**src/hdl/axi_line_pkg.sv**
```systemverilog
// widths, beat-index and cache-line types for the AXI line adapter
// request kinds and AXI burst encodings
package axi_line_pkg;

  // --------------------------------------------------
  // sizes
  // --------------------------------------------------
  localparam int unsigned ADDR_W        = 32;
  localparam int unsigned DATA_W        = 64;
  localparam int unsigned LINE_BEATS    = 4;
  localparam int unsigned BEAT_IDX_W    = 2;
  localparam int unsigned LINE_OFFSET_W = 5;
  localparam int unsigned WORD_OFFSET_W = 3;
  localparam int unsigned ID_W          = 4;

  // --------------------------------------------------
  // AXI encodings
  // --------------------------------------------------
  localparam logic [1:0] BURST_INCR = 2'b01;
  // len field of a full cache-line burst
  localparam logic [7:0] LINE_LEN   = 8'(LINE_BEATS - 1);

  // --------------------------------------------------
  // types
  // --------------------------------------------------
  typedef logic [DATA_W-1:0]     word_t;
  typedef logic [DATA_W/8-1:0]   strb_t;
  typedef word_t [LINE_BEATS-1:0] line_t;
  typedef strb_t [LINE_BEATS-1:0] line_strb_t;
  typedef logic [BEAT_IDX_W-1:0] beat_idx_t;

  // single word or whole cache line
  typedef enum logic {
    SINGLE_REQ = 1'b0,
    LINE_REQ   = 1'b1
  } req_kind_e;

endpackage

```
**src/hdl/axi_line_adapter.sv**
```systemverilog
// cache-side request/grant port to AXI4 adapter, top level
// address channel fields and the instances of FSM, write and read paths
`timescale 1ns/1ps

module axi_line_adapter
  import axi_line_pkg::*;
(
  input  logic              clk_i,
  input  logic              rst_ni,
  // cache request
  input  logic              req_i,
  input  logic              we_i,
  input  req_kind_e         kind_i,
  input  logic [ADDR_W-1:0] addr_i,
  input  logic [1:0]        size_i,
  input  logic [ID_W-1:0]   id_i,
  input  line_t             wdata_i,
  input  line_strb_t        be_i,
  // cache response
  output logic              gnt_o,
  output logic              valid_o,
  output line_t             rdata_o,
  output logic [ID_W-1:0]   id_o,
  output word_t             critical_word_o,
  output logic              critical_word_valid_o,
  // write address channel
  output logic              aw_valid_o,
  output logic [ADDR_W-1:0] aw_addr_o,
  output logic [7:0]        aw_len_o,
  output logic [2:0]        aw_size_o,
  output logic [1:0]        aw_burst_o,
  output logic [ID_W-1:0]   aw_id_o,
  input  logic              aw_ready_i,
  // write data channel
  output logic              w_valid_o,
  output word_t             w_data_o,
  output strb_t             w_strb_o,
  output logic              w_last_o,
  input  logic              w_ready_i,
  // write response channel
  input  logic              b_valid_i,
  input  logic [ID_W-1:0]   b_id_i,
  output logic              b_ready_o,
  // read address channel
  output logic              ar_valid_o,
  output logic [ADDR_W-1:0] ar_addr_o,
  output logic [7:0]        ar_len_o,
  output logic [2:0]        ar_size_o,
  output logic [1:0]        ar_burst_o,
  output logic [ID_W-1:0]   ar_id_o,
  input  logic              ar_ready_i,
  // read data channel
  input  logic              r_valid_i,
  input  word_t             r_data_i,
  input  logic [ID_W-1:0]   r_id_i,
  input  logic              r_last_i,
  output logic              r_ready_o
);

  logic            w_fire, w_last, ar_fire, rd_done;
  logic [ID_W-1:0] rd_id;
  logic [7:0]      axi_len;

  // --------------------------------------------------
  // address channel fields
  // --------------------------------------------------
  assign axi_len = (kind_i == LINE_REQ) ? LINE_LEN : 8'd0;

  assign aw_addr_o  = addr_i;
  assign aw_len_o   = axi_len;
  assign aw_size_o  = {1'b0, size_i};
  assign aw_burst_o = BURST_INCR;
  assign aw_id_o    = id_i;

  // line reads start at the line base
  assign ar_addr_o  = (kind_i == LINE_REQ) ?
                      {addr_i[ADDR_W-1:LINE_OFFSET_W], {LINE_OFFSET_W{1'b0}}} : addr_i;
  assign ar_len_o   = axi_len;
  assign ar_size_o  = {1'b0, size_i};
  assign ar_burst_o = BURST_INCR;
  assign ar_id_o    = id_i;

  assign w_last_o = w_last;

  axi_line_ctrl i_axi_line_ctrl (
    .clk_i      (clk_i),
    .rst_ni     (rst_ni),
    .req_i      (req_i),
    .we_i       (we_i),
    .kind_i     (kind_i),
    .gnt_o      (gnt_o),
    .valid_o    (valid_o),
    .id_o       (id_o),
    .aw_valid_o (aw_valid_o),
    .aw_ready_i (aw_ready_i),
    .w_valid_o  (w_valid_o),
    .w_ready_i  (w_ready_i),
    .b_valid_i  (b_valid_i),
    .b_id_i     (b_id_i),
    .b_ready_o  (b_ready_o),
    .ar_valid_o (ar_valid_o),
    .ar_ready_i (ar_ready_i),
    .r_valid_i  (r_valid_i),
    .r_ready_o  (r_ready_o),
    .w_fire_o   (w_fire),
    .ar_fire_o  (ar_fire),
    .w_last_i   (w_last),
    .rd_done_i  (rd_done),
    .rd_id_i    (rd_id)
  );

  axi_write_beats i_axi_write_beats (
    .clk_i    (clk_i),
    .rst_ni   (rst_ni),
    .kind_i   (kind_i),
    .wdata_i  (wdata_i),
    .be_i     (be_i),
    .w_fire_i (w_fire),
    .w_data_o (w_data_o),
    .w_strb_o (w_strb_o),
    .w_last_o (w_last)
  );

  axi_read_assembler i_axi_read_assembler (
    .clk_i                 (clk_i),
    .rst_ni                (rst_ni),
    .kind_i                (kind_i),
    .addr_i                (addr_i),
    .ar_fire_i             (ar_fire),
    .r_valid_i             (r_valid_i),
    .r_ready_i             (r_ready_o),
    .r_data_i              (r_data_i),
    .r_id_i                (r_id_i),
    .r_last_i              (r_last_i),
    .rdata_o               (rdata_o),
    .critical_word_o       (critical_word_o),
    .critical_word_valid_o (critical_word_valid_o),
    .rd_done_o             (rd_done),
    .rd_id_o               (rd_id)
  );

endmodule

```
**src/hdl/axi_line_ctrl.sv**
```systemverilog
// transaction FSM of the AXI line adapter
// drives grant, completion pulse and the AXI valid/ready handshakes
`timescale 1ns/1ps

module axi_line_ctrl
  import axi_line_pkg::*;
(
  input  logic            clk_i,
  input  logic            rst_ni,
  // request side
  input  logic            req_i,
  input  logic            we_i,
  input  req_kind_e       kind_i,
  // response side
  output logic            gnt_o,
  output logic            valid_o,
  output logic [ID_W-1:0] id_o,
  // AXI handshakes
  output logic            aw_valid_o,
  input  logic            aw_ready_i,
  output logic            w_valid_o,
  input  logic            w_ready_i,
  input  logic            b_valid_i,
  input  logic [ID_W-1:0] b_id_i,
  output logic            b_ready_o,
  output logic            ar_valid_o,
  input  logic            ar_ready_i,
  input  logic            r_valid_i,
  output logic            r_ready_o,
  // datapath
  output logic            w_fire_o,
  output logic            ar_fire_o,
  input  logic            w_last_i,
  input  logic            rd_done_i,
  input  logic [ID_W-1:0] rd_id_i
);

  typedef enum logic [2:0] {
    IDLE,
    WAIT_AW,
    WAIT_W,
    WAIT_AW_W,
    WAIT_B,
    WAIT_R,
    COMPLETE_READ
  } state_e;

  state_e state_q, state_d;

  // write progress within this cycle
  logic aw_hs, wl_hs;
  // address / last data beat already accepted or accepted now
  logic aw_ok, wl_ok;

  // --------------------------------------------------
  // next state and handshakes
  // --------------------------------------------------
  always_comb begin
    state_d    = state_q;
    gnt_o      = 1'b0;
    valid_o    = 1'b0;
    aw_valid_o = 1'b0;
    w_valid_o  = 1'b0;
    ar_valid_o = 1'b0;
    b_ready_o  = 1'b0;
    r_ready_o  = 1'b0;

    case (state_q)
      IDLE: begin
        if (req_i) begin
          if (we_i) begin
            aw_valid_o = 1'b1;
            w_valid_o  = 1'b1;
          end else begin
            ar_valid_o = 1'b1;
            gnt_o      = ar_ready_i;
            if (ar_ready_i) begin
              state_d = WAIT_R;
            end
          end
        end
      end
      // data done, address still pending
      WAIT_AW: aw_valid_o = 1'b1;
      // address done, data beats still pending
      WAIT_W: w_valid_o = 1'b1;
      WAIT_AW_W: begin
        aw_valid_o = 1'b1;
        w_valid_o  = 1'b1;
      end
      WAIT_B: begin
        b_ready_o = 1'b1;
        if (b_valid_i) begin
          valid_o = 1'b1;
          state_d = IDLE;
        end
      end
      WAIT_R: begin
        r_ready_o = 1'b1;
        if (rd_done_i) begin
          state_d = COMPLETE_READ;
        end
      end
      COMPLETE_READ: begin
        valid_o = 1'b1;
        state_d = IDLE;
      end
      default: state_d = IDLE;
    endcase

    // a single write carries its only beat, which is also the last
    aw_hs = aw_valid_o & aw_ready_i;
    wl_hs = w_valid_o & w_ready_i & ((kind_i == SINGLE_REQ) | w_last_i);
    aw_ok = aw_hs | (state_q == WAIT_W);
    wl_ok = wl_hs | (state_q == WAIT_AW);

    if (aw_valid_o || w_valid_o) begin
      if (aw_ok && wl_ok) begin
        gnt_o   = 1'b1;
        state_d = WAIT_B;
      end else if (aw_ok) begin
        state_d = WAIT_W;
      end else if (wl_ok) begin
        state_d = WAIT_AW;
      end else if (w_valid_o && w_ready_i) begin
        // first beats of a line went out before the address
        state_d = WAIT_AW_W;
      end
    end
  end

  assign w_fire_o  = w_valid_o & w_ready_i;
  assign ar_fire_o = ar_valid_o & ar_ready_i;

  // write completion reports the b id, reads the captured r id
  assign id_o = (state_q == WAIT_B) ? b_id_i : rd_id_i;

  always_ff @(posedge clk_i or negedge rst_ni) begin
    if (!rst_ni) begin
      state_q <= IDLE;
    end else begin
      state_q <= state_d;
    end
  end

endmodule

```
**src/hdl/axi_read_assembler.sv**
```systemverilog
// read-beat assembler: beat counter, cache-line register,
// critical-word flag and capture of the read id
`timescale 1ns/1ps

module axi_read_assembler
  import axi_line_pkg::*;
(
  input  logic              clk_i,
  input  logic              rst_ni,
  input  req_kind_e         kind_i,
  input  logic [ADDR_W-1:0] addr_i,
  input  logic              ar_fire_i,
  input  logic              r_valid_i,
  input  logic              r_ready_i,
  input  word_t             r_data_i,
  input  logic [ID_W-1:0]   r_id_i,
  input  logic              r_last_i,
  output line_t             rdata_o,
  output word_t             critical_word_o,
  output logic              critical_word_valid_o,
  output logic              rd_done_o,
  output logic [ID_W-1:0]   rd_id_o
);

  beat_idx_t       cnt_q;
  // word the cache asked for
  beat_idx_t       offset_q;
  logic            is_line_q;
  line_t           line_q;
  logic [ID_W-1:0] id_q;
  logic            r_fire;
  beat_idx_t       index;

  assign r_fire = r_valid_i & r_ready_i;
  assign index  = is_line_q ? cnt_q : '0;

  assign critical_word_o       = r_data_i;
  assign critical_word_valid_o = r_fire & is_line_q & (index == offset_q);
  assign rd_done_o             = r_fire & r_last_i;
  assign rdata_o               = line_q;
  assign rd_id_o               = id_q;

  // --------------------------------------------------
  // burst tracking
  // --------------------------------------------------
  always_ff @(posedge clk_i or negedge rst_ni) begin
    if (!rst_ni) begin
      cnt_q     <= '0;
      offset_q  <= '0;
      is_line_q <= 1'b0;
    end else if (ar_fire_i) begin
      cnt_q     <= '0;
      offset_q  <= addr_i[WORD_OFFSET_W +: BEAT_IDX_W];
      is_line_q <= (kind_i == LINE_REQ);
    end else if (r_fire) begin
      cnt_q <= cnt_q + 1'b1;
    end
  end

  // line data and id
  always_ff @(posedge clk_i) begin
    if (r_fire) begin
      line_q[index] <= r_data_i;
      if (r_last_i) begin
        id_q <= r_id_i;
      end
    end
  end

endmodule

```
**src/hdl/axi_write_beats.sv**
```systemverilog
// write-beat sequencer
// picks data and strobe of the current beat and flags the last one
`timescale 1ns/1ps

module axi_write_beats
  import axi_line_pkg::*;
(
  input  logic       clk_i,
  input  logic       rst_ni,
  input  req_kind_e  kind_i,
  input  line_t      wdata_i,
  input  line_strb_t be_i,
  input  logic       w_fire_i,
  output word_t      w_data_o,
  output strb_t      w_strb_o,
  output logic       w_last_o
);

  beat_idx_t cnt_q;

  // single writes always stay on beat 0
  assign w_last_o = (kind_i == SINGLE_REQ) ||
                    (cnt_q == beat_idx_t'(LINE_BEATS - 1));

  assign w_data_o = wdata_i[cnt_q];
  assign w_strb_o = be_i[cnt_q];

  // --------------------------------------------------
  // beat counter
  // --------------------------------------------------
  always_ff @(posedge clk_i or negedge rst_ni) begin
    if (!rst_ni) begin
      cnt_q <= '0;
    end else if (w_fire_i) begin
      if (w_last_o) begin
        // ready for the next burst
        cnt_q <= '0;
      end else begin
        cnt_q <= cnt_q + 1'b1;
      end
    end
  end

endmodule

```
**config.mk**
```make
export PLATFORM = sky130hd
export DESIGN_NAME = axi_line_adapter
export DESIGN_NICKNAME = d
export VERILOG_FILES = /design/src/hdl/axi_line_pkg.sv /design/src/hdl/axi_line_adapter.sv /design/src/hdl/axi_line_ctrl.sv /design/src/hdl/axi_read_assembler.sv /design/src/hdl/axi_write_beats.sv
export SDC_FILE = /design/constraint.sdc
export NUM_CORES = 1
export LEC_CHECK = 0
export BUFFER_PORTS_ARGS = -buffer_cell sky130_fd_sc_hd__clkbuf_2
export CAP_MARGIN = 20
export CORE_AREA = 10 10 344 346
export DETAILED_ROUTE_END_ITERATION = 6
export DIE_AREA = 0 0 354 356
export PLACE_DENSITY = 0.3
export SETUP_SLACK_MARGIN = 0.05
export SLEW_MARGIN = 30
export SYNTH_ARGS = -nofsm -noshare
export SYNTH_HDL_FRONTEND = slang
export SYNTH_SLANG_ARGS = --single-unit
```
**constraint.sdc**
```tcl
create_clock -name clk_i -period 16 [get_ports clk_i]
set_input_delay 0 -clock clk_i [delete_from_list [all_inputs] [get_ports clk_i]]
set_output_delay 0 -clock clk_i [all_outputs]
set_load 0.005 [all_outputs]
```
# Word-level counts from Yosys, hierarchy flattened

Cells that the tools add are included.

$add $sub $neg: 2
Order comparisons: 3
Eq/ne operators: 8
Mux-type cells: 41
Bitwise gates (word level): 12
Reductions and logical operators: 11

Operators with widths:

| kind                | count |
|---|---|
| $bwmux 256          | 1 |
| $bmux 64 s2         | 1 |
| $demux 64 s2        | 1 |
| $mux 64             | 2 |
| $mux 3              | 10 |
| $bmux 8 s2          | 1 |
| $mux 1              | 13 |
| $pmux 3 s4          | 1 |
| $mux 2              | 5 |
| $eq 3x3->1 const B  | 3 |
| $and 1x1->1         | 8 |
| $mux 8              | 1 |
| $eq 3x2->1 const B  | 2 |
| $lt 2x3->1 const B  | 2 |
| $pmux 1 s2          | 3 |
| $mux 5              | 1 |
| $add 2x1->2 const B | 2 |
| $mux 4              | 1 |
| $reduce_or 2->1     | 2 |
| $eq 3x1->1 const B  | 1 |
| $logic_and 1x1->1   | 3 |
| $logic_not 3->1     | 1 |
| $or 1x1->1          | 3 |
| $reduce_or 3->1     | 1 |
| 7 further kinds     | 8 |

Register bits: 270
Output and inout bits: 503
Word-level logic and storage cells: 87

# Logic depth before layout (Yosys ltp)

Gate-level depths: netlist of the first run.

Depth after elaboration: 11
Mapped depth: 6

# Cells and area by module

Synthesis of the first run repeated with hierarchy kept, for this count alone.

Cell total of the unflattened synthesis: 592
Area, all modules: 11616.1 sq um

By module, submodules not included:

| module             | instances | cells each | area an instance (sq um) |
|---|---|---|---|
| axi_read_assembler | 1         | 351        | 8572.0 |
| axi_write_beats    | 1         | 97         | 1916.8 |
| axi_line_adapter   | 1         | 100        | 737.0 |
| axi_line_ctrl      | 1         | 44         | 390.4 |

# Worst setup path before layout of the first run

Ideal clock, no wire load.

Kind: register -> register
Start point: reg i_axi_line_ctrl.state_q[2]
End point: reg i_axi_read_assembler.line_q (netlist bit i_axi_read_assembler.rdata_o[128]) (enable)
Setup time: 578 ps
Data arrival time: 5617 ps
Required time: 15422 ps
Path slack: 9805 ps
Stages on the path, launching flop included: 6
Buffers on the path: 2
Period minus slack after synthesis: 6195 ps
Path through: dfrtp_1 buf_6 and4b_1 clkbuf_1 nand2_1 nor3b_1

Cells in the longest elaborated chain, start to end: 3

RTL lines:

| item                           | line                     | source |
|---|---|---|
| start: declaration             | axi_line_ctrl.sv:48      | `state_e state_q, state_d;` |
| start signal: assignment       | axi_line_ctrl.sv:142     | `state_q <= state_d;` |
| $eq 3x3->1                     | axi_line_ctrl.sv:68      | `case (state_q)` |
| $mux 1                         | axi_line_ctrl.sv:68      |  |
| $and 1x1->1                    | axi_read_assembler.sv:34 | `assign r_fire = r_valid_i & r_ready_i;` |
| end signal: indexed assignment | axi_read_assembler.sv:63 | `line_q[index] <= r_data_i;` |
| end: declaration               | axi_read_assembler.sv:29 | `line_t line_q;` |

No other way between the ends.
A chain may end at the register's enable or synchronous reset.

# Final worst setup path of the first run

Start point: reg i_axi_line_ctrl.state_q[1]
End point: reg i_axi_read_assembler.line_q (netlist bit i_axi_read_assembler.rdata_o[126]) (enable)

Same word-level chain as after synthesis.

==> impl_metrics.env, run 1 <==
export IMPL_root_buffer="clkbuf_16"
export IMPL_rows=123
export IMPL_reg2reg_slack_ns=12.71
export IMPL_clk_pin_slew_ns=0.07
export IMPL_p_clk_share_pct=36.5
export IMPL_use_met2_pct=21.4
export IMPL_maxCapViolations=0
export IMPL_synth_area_leaders="edfxtp_1 (68%), mux4_2 (14%), buf_4 (10%)"
export IMPL_synth_edf_count=260
export IMPL_track_usage_pct=11.0
export IMPL_drc_errors=0
export IMPL_power_density_nw_per_um2=124
export IMPL_grt_util_met1_pct=9.39
export IMPL_hold_path_class="input pin to output pin"
export IMPL_grt_pass1_wl_microns=94400
export IMPL_fmax_mhz=304
export IMPL_maxSlewHeadroom_pct=38.0
export IMPL_endpoint_kind="flip-flop"
export IMPL_htree_num_levels=2
export IMPL_drt_iter0_drc=383
export IMPL_use_met3_pct=5.98
export IMPL_finalWirelength_microns=72600
export IMPL_cp_start_kind="flip-flop"
export IMPL_fp_dieH_microns=356
export IMPL_wl_per_cell_microns=25.1
export IMPL_fillCellCount=12400
export IMPL_cts_buffers=35
export IMPL_p_leak_nw=7.45
export IMPL_tritoncts="built"
export IMPL_top_usage_layer="met2"
export IMPL_core_sq_um=112000
export IMPL_hold_viol=0
export IMPL_setup_viol=0
export IMPL_cts_hold_buf=86
export IMPL_irDropWorstVdd_mv=0.0846
export IMPL_cp_max_fo=44
export IMPL_place_congestion=0.910
export IMPL_yosys_cell_count_top_type="edfxtp_1"
export IMPL_ys_flop_type="edfxtp_1"
export IMPL_synth_area_sq_um=11500
export IMPL_tightest_slew_ns=0.930
export IMPL_worstPathArrival_ns=3.45
export IMPL_fin_nets=1764
export IMPL_rsz0062_at_grt="false"
export IMPL_die_area_sq_um=126000
export IMPL_clock_path_buffers=3
export IMPL_viasPerCell=3.00
export IMPL_clk_latency_ns=0.58
export IMPL_ys_types=42
export IMPL_min_period_ns=3.29
export IMPL_initial_utilization_pct=10.3
export IMPL_synth_async_reset_ratio_pct=3.70
export IMPL_tns_ns=0
export IMPL_status="finished, final reports clean"
export IMPL_ys_seq_elements=270
export IMPL_place_ws_ns=12.65
export IMPL_ys_warn_count=0
export IMPL_drv_slew=0
export IMPL_die_w_microns=354
export IMPL_timing_worst_setup_path_type="flip-flop to flip-flop"
export IMPL_synth_commonest_cells="edfxtp_1 (260), buf_4 (157), mux4_2 (72)"
export IMPL_ant_nets=0
export IMPL_synth_largest_area_cell="edfxtp_1"
export IMPL_overflow=0
export IMPL_avgSynthCellArea_sq_um=19.4
export IMPL_ios=912
export IMPL_seq_area_frac_synth_pct=70.2
export IMPL_grt_max_degree=54
export IMPL_antenna_found_initial=37
export IMPL_intPower_w=0.00159
export IMPL_dpl_hpwl_microns=62000
export IMPL_swShare_pct=29.7
export IMPL_pwr_share_seq_pct=37.1
export IMPL_cts_sinks=270
export IMPL_finalCritPeriodShare_pct=20.5
export IMPL_yosysTopAreaCellShare_pct=68.1
export IMPL_power_frac_comb_pct=26.4
export IMPL_cts_post_setup_buffers_inserted=0
export IMPL_fin_ws_ns=12.71
export IMPL_grt_pass1_vias=9879
export IMPL_vias=8683
export IMPL_layout_drive_gt1_share_pct=68.7
export IMPL_power_switching_w=0.000674
export IMPL_finClkSkew_ns=0.0429
export IMPL_drtPass1Iterations=4
export IMPL_crit_required_ns=16.17
export IMPL_cts_resized_gates=0
export IMPL_syn_to_final_growth_pct=59.5
export IMPL_synthCells=591
export IMPL_io_buffers=794
## layer usage
| metal | routed length [microns] | part of all wire [%] |
|---|---|---|
| met1 | 22200 | 31 |
| met2 | 39100 | 54 |
| met3 | 8450 | 12 |
| met4 | 2650 | 3.6 |
| met5 | 144 | 0.20 |
## cell families (layout without fill, tap and decap cells)
logic type      count (synthesis)  count (layout)  share of synthesized area (%)
fa+ha+maj                       1               1                          0.109
xor+xnor                        4               4                          0.305
other cells                     2              32                         0.0655
mux                            80              80                           15.0
simple gates                   35              35                           1.97
buf+inv                       184             958                           11.4
flops                         270             270                           70.2
compound gates                 15              15                          0.873
## power by group through the flow
| stage | registers, W | logic, W | clock network (W) |
|---|---|---|---|
| after floorplan | 0.000811 | 0.000352 | 0 |
| after global placement | 0.000857 | 0.000588 | 0 |
| after detailed placement | 0.000859 | 0.000586 | 0 |
| after CTS | 0.000843 | 0.000618 | 0.000868 |
| after global routing | 0.000850 | 0.000650 | 0.000893 |
| final | 0.000841 | 0.000598 | 0.000827 |
## through the flow
stage	hold slack [ns]	cells	power (W)	utilization, %	cell area (sq um)
2_1_floorplan	-0.296	607	0.00116	-	11500
3_3_place_gp	-0.0654	2731	0.00145	14.5	16200
3_5_place_dp	-0.0668	2731	0.00144	14.5	16200
4_1_cts	0.0000507	2881	0.00233	16.4	18300
5_1_grt	0.0000149	2884	0.00239	16.4	18300
6_report	0.00000306	2895	0.00227	16.4	18300
## worst max-delay path: stages (launching register included)
cell and delay [ns]:
dfrtp_1 0.51, and4b_1 0.48, nand2_1 0.21, nor3b_4 0.67
buf_4 0.35, buf_4 0.57
## final timing paths
kind | to | start | cells after the start
max in group asynchronous | i_axi_write_beats.cnt_q[0]$_DFFE_PN0P_ | rst_ni | 3
min | ar_addr_o[14] | addr_i[14] | 0
max | i_axi_read_assembler.rdata_o[126]$_DFFE_PP_ | i_axi_line_ctrl.state_q[1]$_DFF_PN0_ | 5
min reg2reg | i_axi_read_assembler.is_line_q$_DFFE_PN0P_ | i_axi_read_assembler.is_line_q$_DFFE_PN0P_ | 1
min in group asynchronous | i_axi_write_beats.cnt_q[1]$_DFFE_PN0P_ | rst_ni | 3
max reg2reg | i_axi_read_assembler.rdata_o[126]$_DFFE_PP_ | i_axi_line_ctrl.state_q[1]$_DFF_PN0_ | 5
## final cells by class
| class | instances | area, sq um | share of cell area, % |
|---|---|---|---|
| clock inverters | 26 | 317 | 1.73 |
| flip-flops and latches | 270 | 8070 | 44.1 |
| inverters | 5 | 23.8 | 0.130 |
| clock buffers | 38 | 887 | 4.85 |
| repair buffers | 889 | 4910 | 26.8 |
| multi-input cells | 153 | 2190 | 12.0 |
| well taps | 1500 | 1880 | 10.3 |
| diodes | 14 | 35.0 | 0.191 |
## cells in the final DEF (no fill, tap or decap), types with 2 or more instances in the layout
cell | netlist | layout
dfrtp_1 | 10 | 8
clkbuf_16 | 0 | 35
buf_4 | 157 | 8
inv_8 | 0 | 3
o21ai_0 | 4 | 4
conb_1 | 2 | 18
nor3_1 | 4 | 3
clkbuf_2 | 0 | 794
mux2_4 | 3 | 3
xor2_1 | 3 | 3
diode_2 | 0 | 14
mux4_2 | 72 | 72
edfxtp_1 | 260 | 260
clkinv_8 | 0 | 2
clkinvlp_4 | 0 | 3
a21oi_1 | 2 | 2
clkinv_1 | 0 | 5
nand2_1 | 4 | 4
clkbuf_1 | 8 | 3
inv_1 | 4 | 4
nor2_1 | 5 | 5
nor2b_1 | 5 | 5
bufinv_16 | 0 | 5
a31oi_1 | 2 | 2
clkinv_2 | 0 | 6
dlygate4sd3_1 | 0 | 86
nand3_1 | 2 | 2
mux2_2 | 4 | 4
dfrtp_4 | 0 | 2
nand2b_1 | 2 | 2
and2_1 | 4 | 3
## flip-flops by register name, indices dropped and copies added, names as in the netlist
name,count
i_axi_read_assembler.rdata_o,256
i_axi_read_assembler.rd_id_o,4
i_axi_line_ctrl.state_q,3
i_axi_read_assembler.cnt_q,2
i_axi_read_assembler.offset_q,2
i_axi_write_beats.cnt_q,2
i_axi_read_assembler.is_line_q,1
Power figures use the tool's default switching activity.
==> run 2: changes to the inputs <==
--- a/config.mk
+++ b/config.mk
@@ -7,9 +7,9 @@
 export LEC_CHECK = 0
 export BUFFER_PORTS_ARGS = -buffer_cell sky130_fd_sc_hd__clkbuf_2
 export CAP_MARGIN = 20
-export CORE_AREA = 10 10 344 346
+export CORE_AREA = 10 10 346 348
 export DETAILED_ROUTE_END_ITERATION = 6
-export DIE_AREA = 0 0 354 356
+export DIE_AREA = 0 0 356 358
 export PLACE_DENSITY = 0.3
 export SETUP_SLACK_MARGIN = 0.05
 export SLEW_MARGIN = 30
==> constraint.sdc (replaced) <==
create_clock -name clk_i -period 3.25 [get_ports clk_i]
set_input_delay 0 -clock clk_i [delete_from_list [all_inputs] [get_ports clk_i]]
set_output_delay 0 -clock clk_i [all_outputs]
set_load 0.005 [all_outputs]
==> run 2 against run 1 <==
Compared with the run above:
- utilization fell by 0.066 points
- critical path depth fell by 2
- clock power rose to 4.7 times the previous value
- hold slack barely moved
- non-clock buffer count rose by 5
- wire length rose by 0.88%
- critical endpoint is now w_data_o[37]
- largest cell class unchanged
==> impl_metrics.env, run 2 (synthesized netlist as in run 1, its figures left out) <==
export IMPL_clk_latency_ns=0.56
export IMPL_cts_resized_gates=0
export IMPL_drc_errors=0
export IMPL_rsz0062_at_grt="false"
export IMPL_timing_worst_setup_path_type="flip-flop to output pin"
export IMPL_grt_pass1_vias=9934
export IMPL_finalCritPeriodShare_pct=80.5
export IMPL_irDropWorstVdd_mv=0.245
export IMPL_clock_path_buffers=3
export IMPL_grt_max_degree=73
export IMPL_die_area_sq_um=127000
export IMPL_die_w_microns=356
export IMPL_hold_viol=0
export IMPL_syn_to_final_growth_pct=60.0
export IMPL_placed_area_sq_um=16300
export IMPL_reg2regPathDepth=6
export IMPL_finalWirelength_microns=73200
export IMPL_cts_sinks=270
export IMPL_fmax_mhz=382
export IMPL_maxCapViolations=0
export IMPL_crit_start="i_axi_write_beats.cnt_q[0]$_DFFE_PN0P_"
export IMPL_cp_start_kind="flip-flop"
export IMPL_overflow=0
export IMPL_fin_nets=1769
export IMPL_drv_slew=0
export IMPL_final_cell_mix="clkbuf_2 (794), edfxtp_1 (260), dlygate4sd3_1 (84), mux4_2 (72), clkbuf_16 (36)"
export IMPL_maxSlewHeadroom_pct=45.7
export IMPL_drt_iter0_drc=337
export IMPL_worstReg2RegEnd="i_axi_line_ctrl.state_q[2]$_DFF_PN0_"
export IMPL_place_congestion=0.946
export IMPL_reg2reg_slack_ns=0.79
export IMPL_initial_utilization_pct=10.2
export IMPL_power_density_nw_per_um2=606
export IMPL_cts_hold_buf=84
export IMPL_cts_post_setup_buffers_inserted=0
export IMPL_worstPathArrival_ns=2.62
export IMPL_whs_ns=0.0000119
export IMPL_io_buffers=794
export IMPL_fillCellCount=12500
export IMPL_track_usage_pct=10.8
export IMPL_viasPerCell=3.03
export IMPL_crit_required_ns=3.25
export IMPL_layout_drive_gt1_share_pct=68.8
export IMPL_dpl_hpwl_microns=62200
export IMPL_hold_path_class="input pin to output pin"
export IMPL_p_leak_nw=7.48
export IMPL_final_area_sq_um=18400
export IMPL_min_period_ns=2.62
export IMPL_endpoint_kind="output pin"
export IMPL_clk_pin_slew_ns=0.06
export IMPL_ant_nets=0
export IMPL_finClkSkew_ns=0.0278
export IMPL_status="finished, final reports clean"
export IMPL_final_common_cell="clkbuf_2"
export IMPL_tns_ns=0
export IMPL_drtPass1Iterations=4
export IMPL_cp_max_fo=35
export IMPL_power_w=0.0111
export IMPL_core_sq_um=112000
export IMPL_antenna_found_initial=47
export IMPL_rows=123
export IMPL_tightest_slew_ns=0.815
export IMPL_fp_dieH_microns=358
export IMPL_setup_viol=0
export IMPL_largest_register_ffs=256
export IMPL_reg2reg_from="i_axi_write_beats.cnt_q[0]$_DFFE_PN0P_"
export IMPL_ios=912
export IMPL_endpoint="w_data_o[37]"
export IMPL_htree_num_levels=2
export IMPL_grt_pass1_wl_microns=93800
export IMPL_vias=8809
export IMPL_tritoncts="built"
export IMPL_root_buffer="clkbuf_16"
export IMPL_wl_per_cell_microns=25.2
export IMPL_cts_buffers=35
## run 2: cell count changes in the layout (fill, tap and decap cells not counted), sizes merged, moves of 2 or more
cell | previous run | this run
inv | 9 | 6
diode | 14 | 21
clkinvlp | 3 | 1
clkinv | 14 | 18
buf | 9 | 16
dlygate4sd3 | 86 | 84
clkbuf | 832 | 834
## run 2: area by class of cell
| type | instances | area (sq um) | share of cell area [%] |
|---|---|---|---|
| Multi-Input combinational cell | 153 | 2190 | 11.9 |
| Tap cell | 1500 | 1880 | 10.2 |
| Clock buffer | 40 | 916 | 4.99 |
| Inverter | 5 | 23.8 | 0.130 |
| Clock inverter | 24 | 230 | 1.25 |
| Antenna cell | 21 | 52.6 | 0.286 |
| Sequential cell | 270 | 8070 | 43.9 |
| Timing Repair Buffer | 894 | 5000 | 27.2 |
## run 2: how the worst min path moves through the flow
stage	endpoint	depth (start not counted)	slack [ns]	from
after floorplan	i_axi_line_ctrl.state_q[0]$_DFF_PN0_	0	-0.30	rst_ni
after detailed placement	i_axi_line_ctrl.state_q[0]$_DFF_PN0_	1	-0.07	rst_ni
after global routing	ar_addr_o[10]	0	0.00003	addr_i[10]
final	aw_addr_o[31]	0	0.00001	addr_i[31]
after global placement	i_axi_line_ctrl.state_q[2]$_DFF_PN0_	1	-0.07	rst_ni
after CTS	ar_addr_o[8]	0	0.00005	addr_i[8]
## run 2: critical path, stage by stage, from the launching register on
cell and delay [ns]:
dfrtp_4 0.86, buf_4 0.32, mux4_2 0.58, clkbuf_2 0.16
## run 2: metal layers
| layer | vias up | share of wire, % | global-route usage, % | wire [microns] |
|---|---|---|---|---|
| met4 | 24 | 4.1 | 3.91 | 3000 |
| li1 | 3715 | - | - | - |
| met3 | 125 | 13 | 6.22 | 9360 |
| met5 | - | 0.25 | 0 | 181 |
| met1 | 4289 | 30 | 9.39 | 22100 |
| met2 | 656 | 53 | 20.4 | 38600 |
## run 2: power breakdown
part | switching [W] | internal [W] | leakage (nW)
logic | 0.00154 | 0.00158 | 4.45
clock network | 0.00154 | 0.00235 | 0.569
registers | 0.000227 | 0.00389 | 2.46
## run 2: through the flow
stage	worst slack, ns	util [%]	instances
2_1_floorplan	-0.706	-	607
3_3_place_gp	0.683	14.5	2738
3_5_place_dp	0.685	14.5	2738
4_1_cts	0.432	16.3	2886
5_1_grt	0.421	16.3	2892
6_report	0.632	16.3	2907
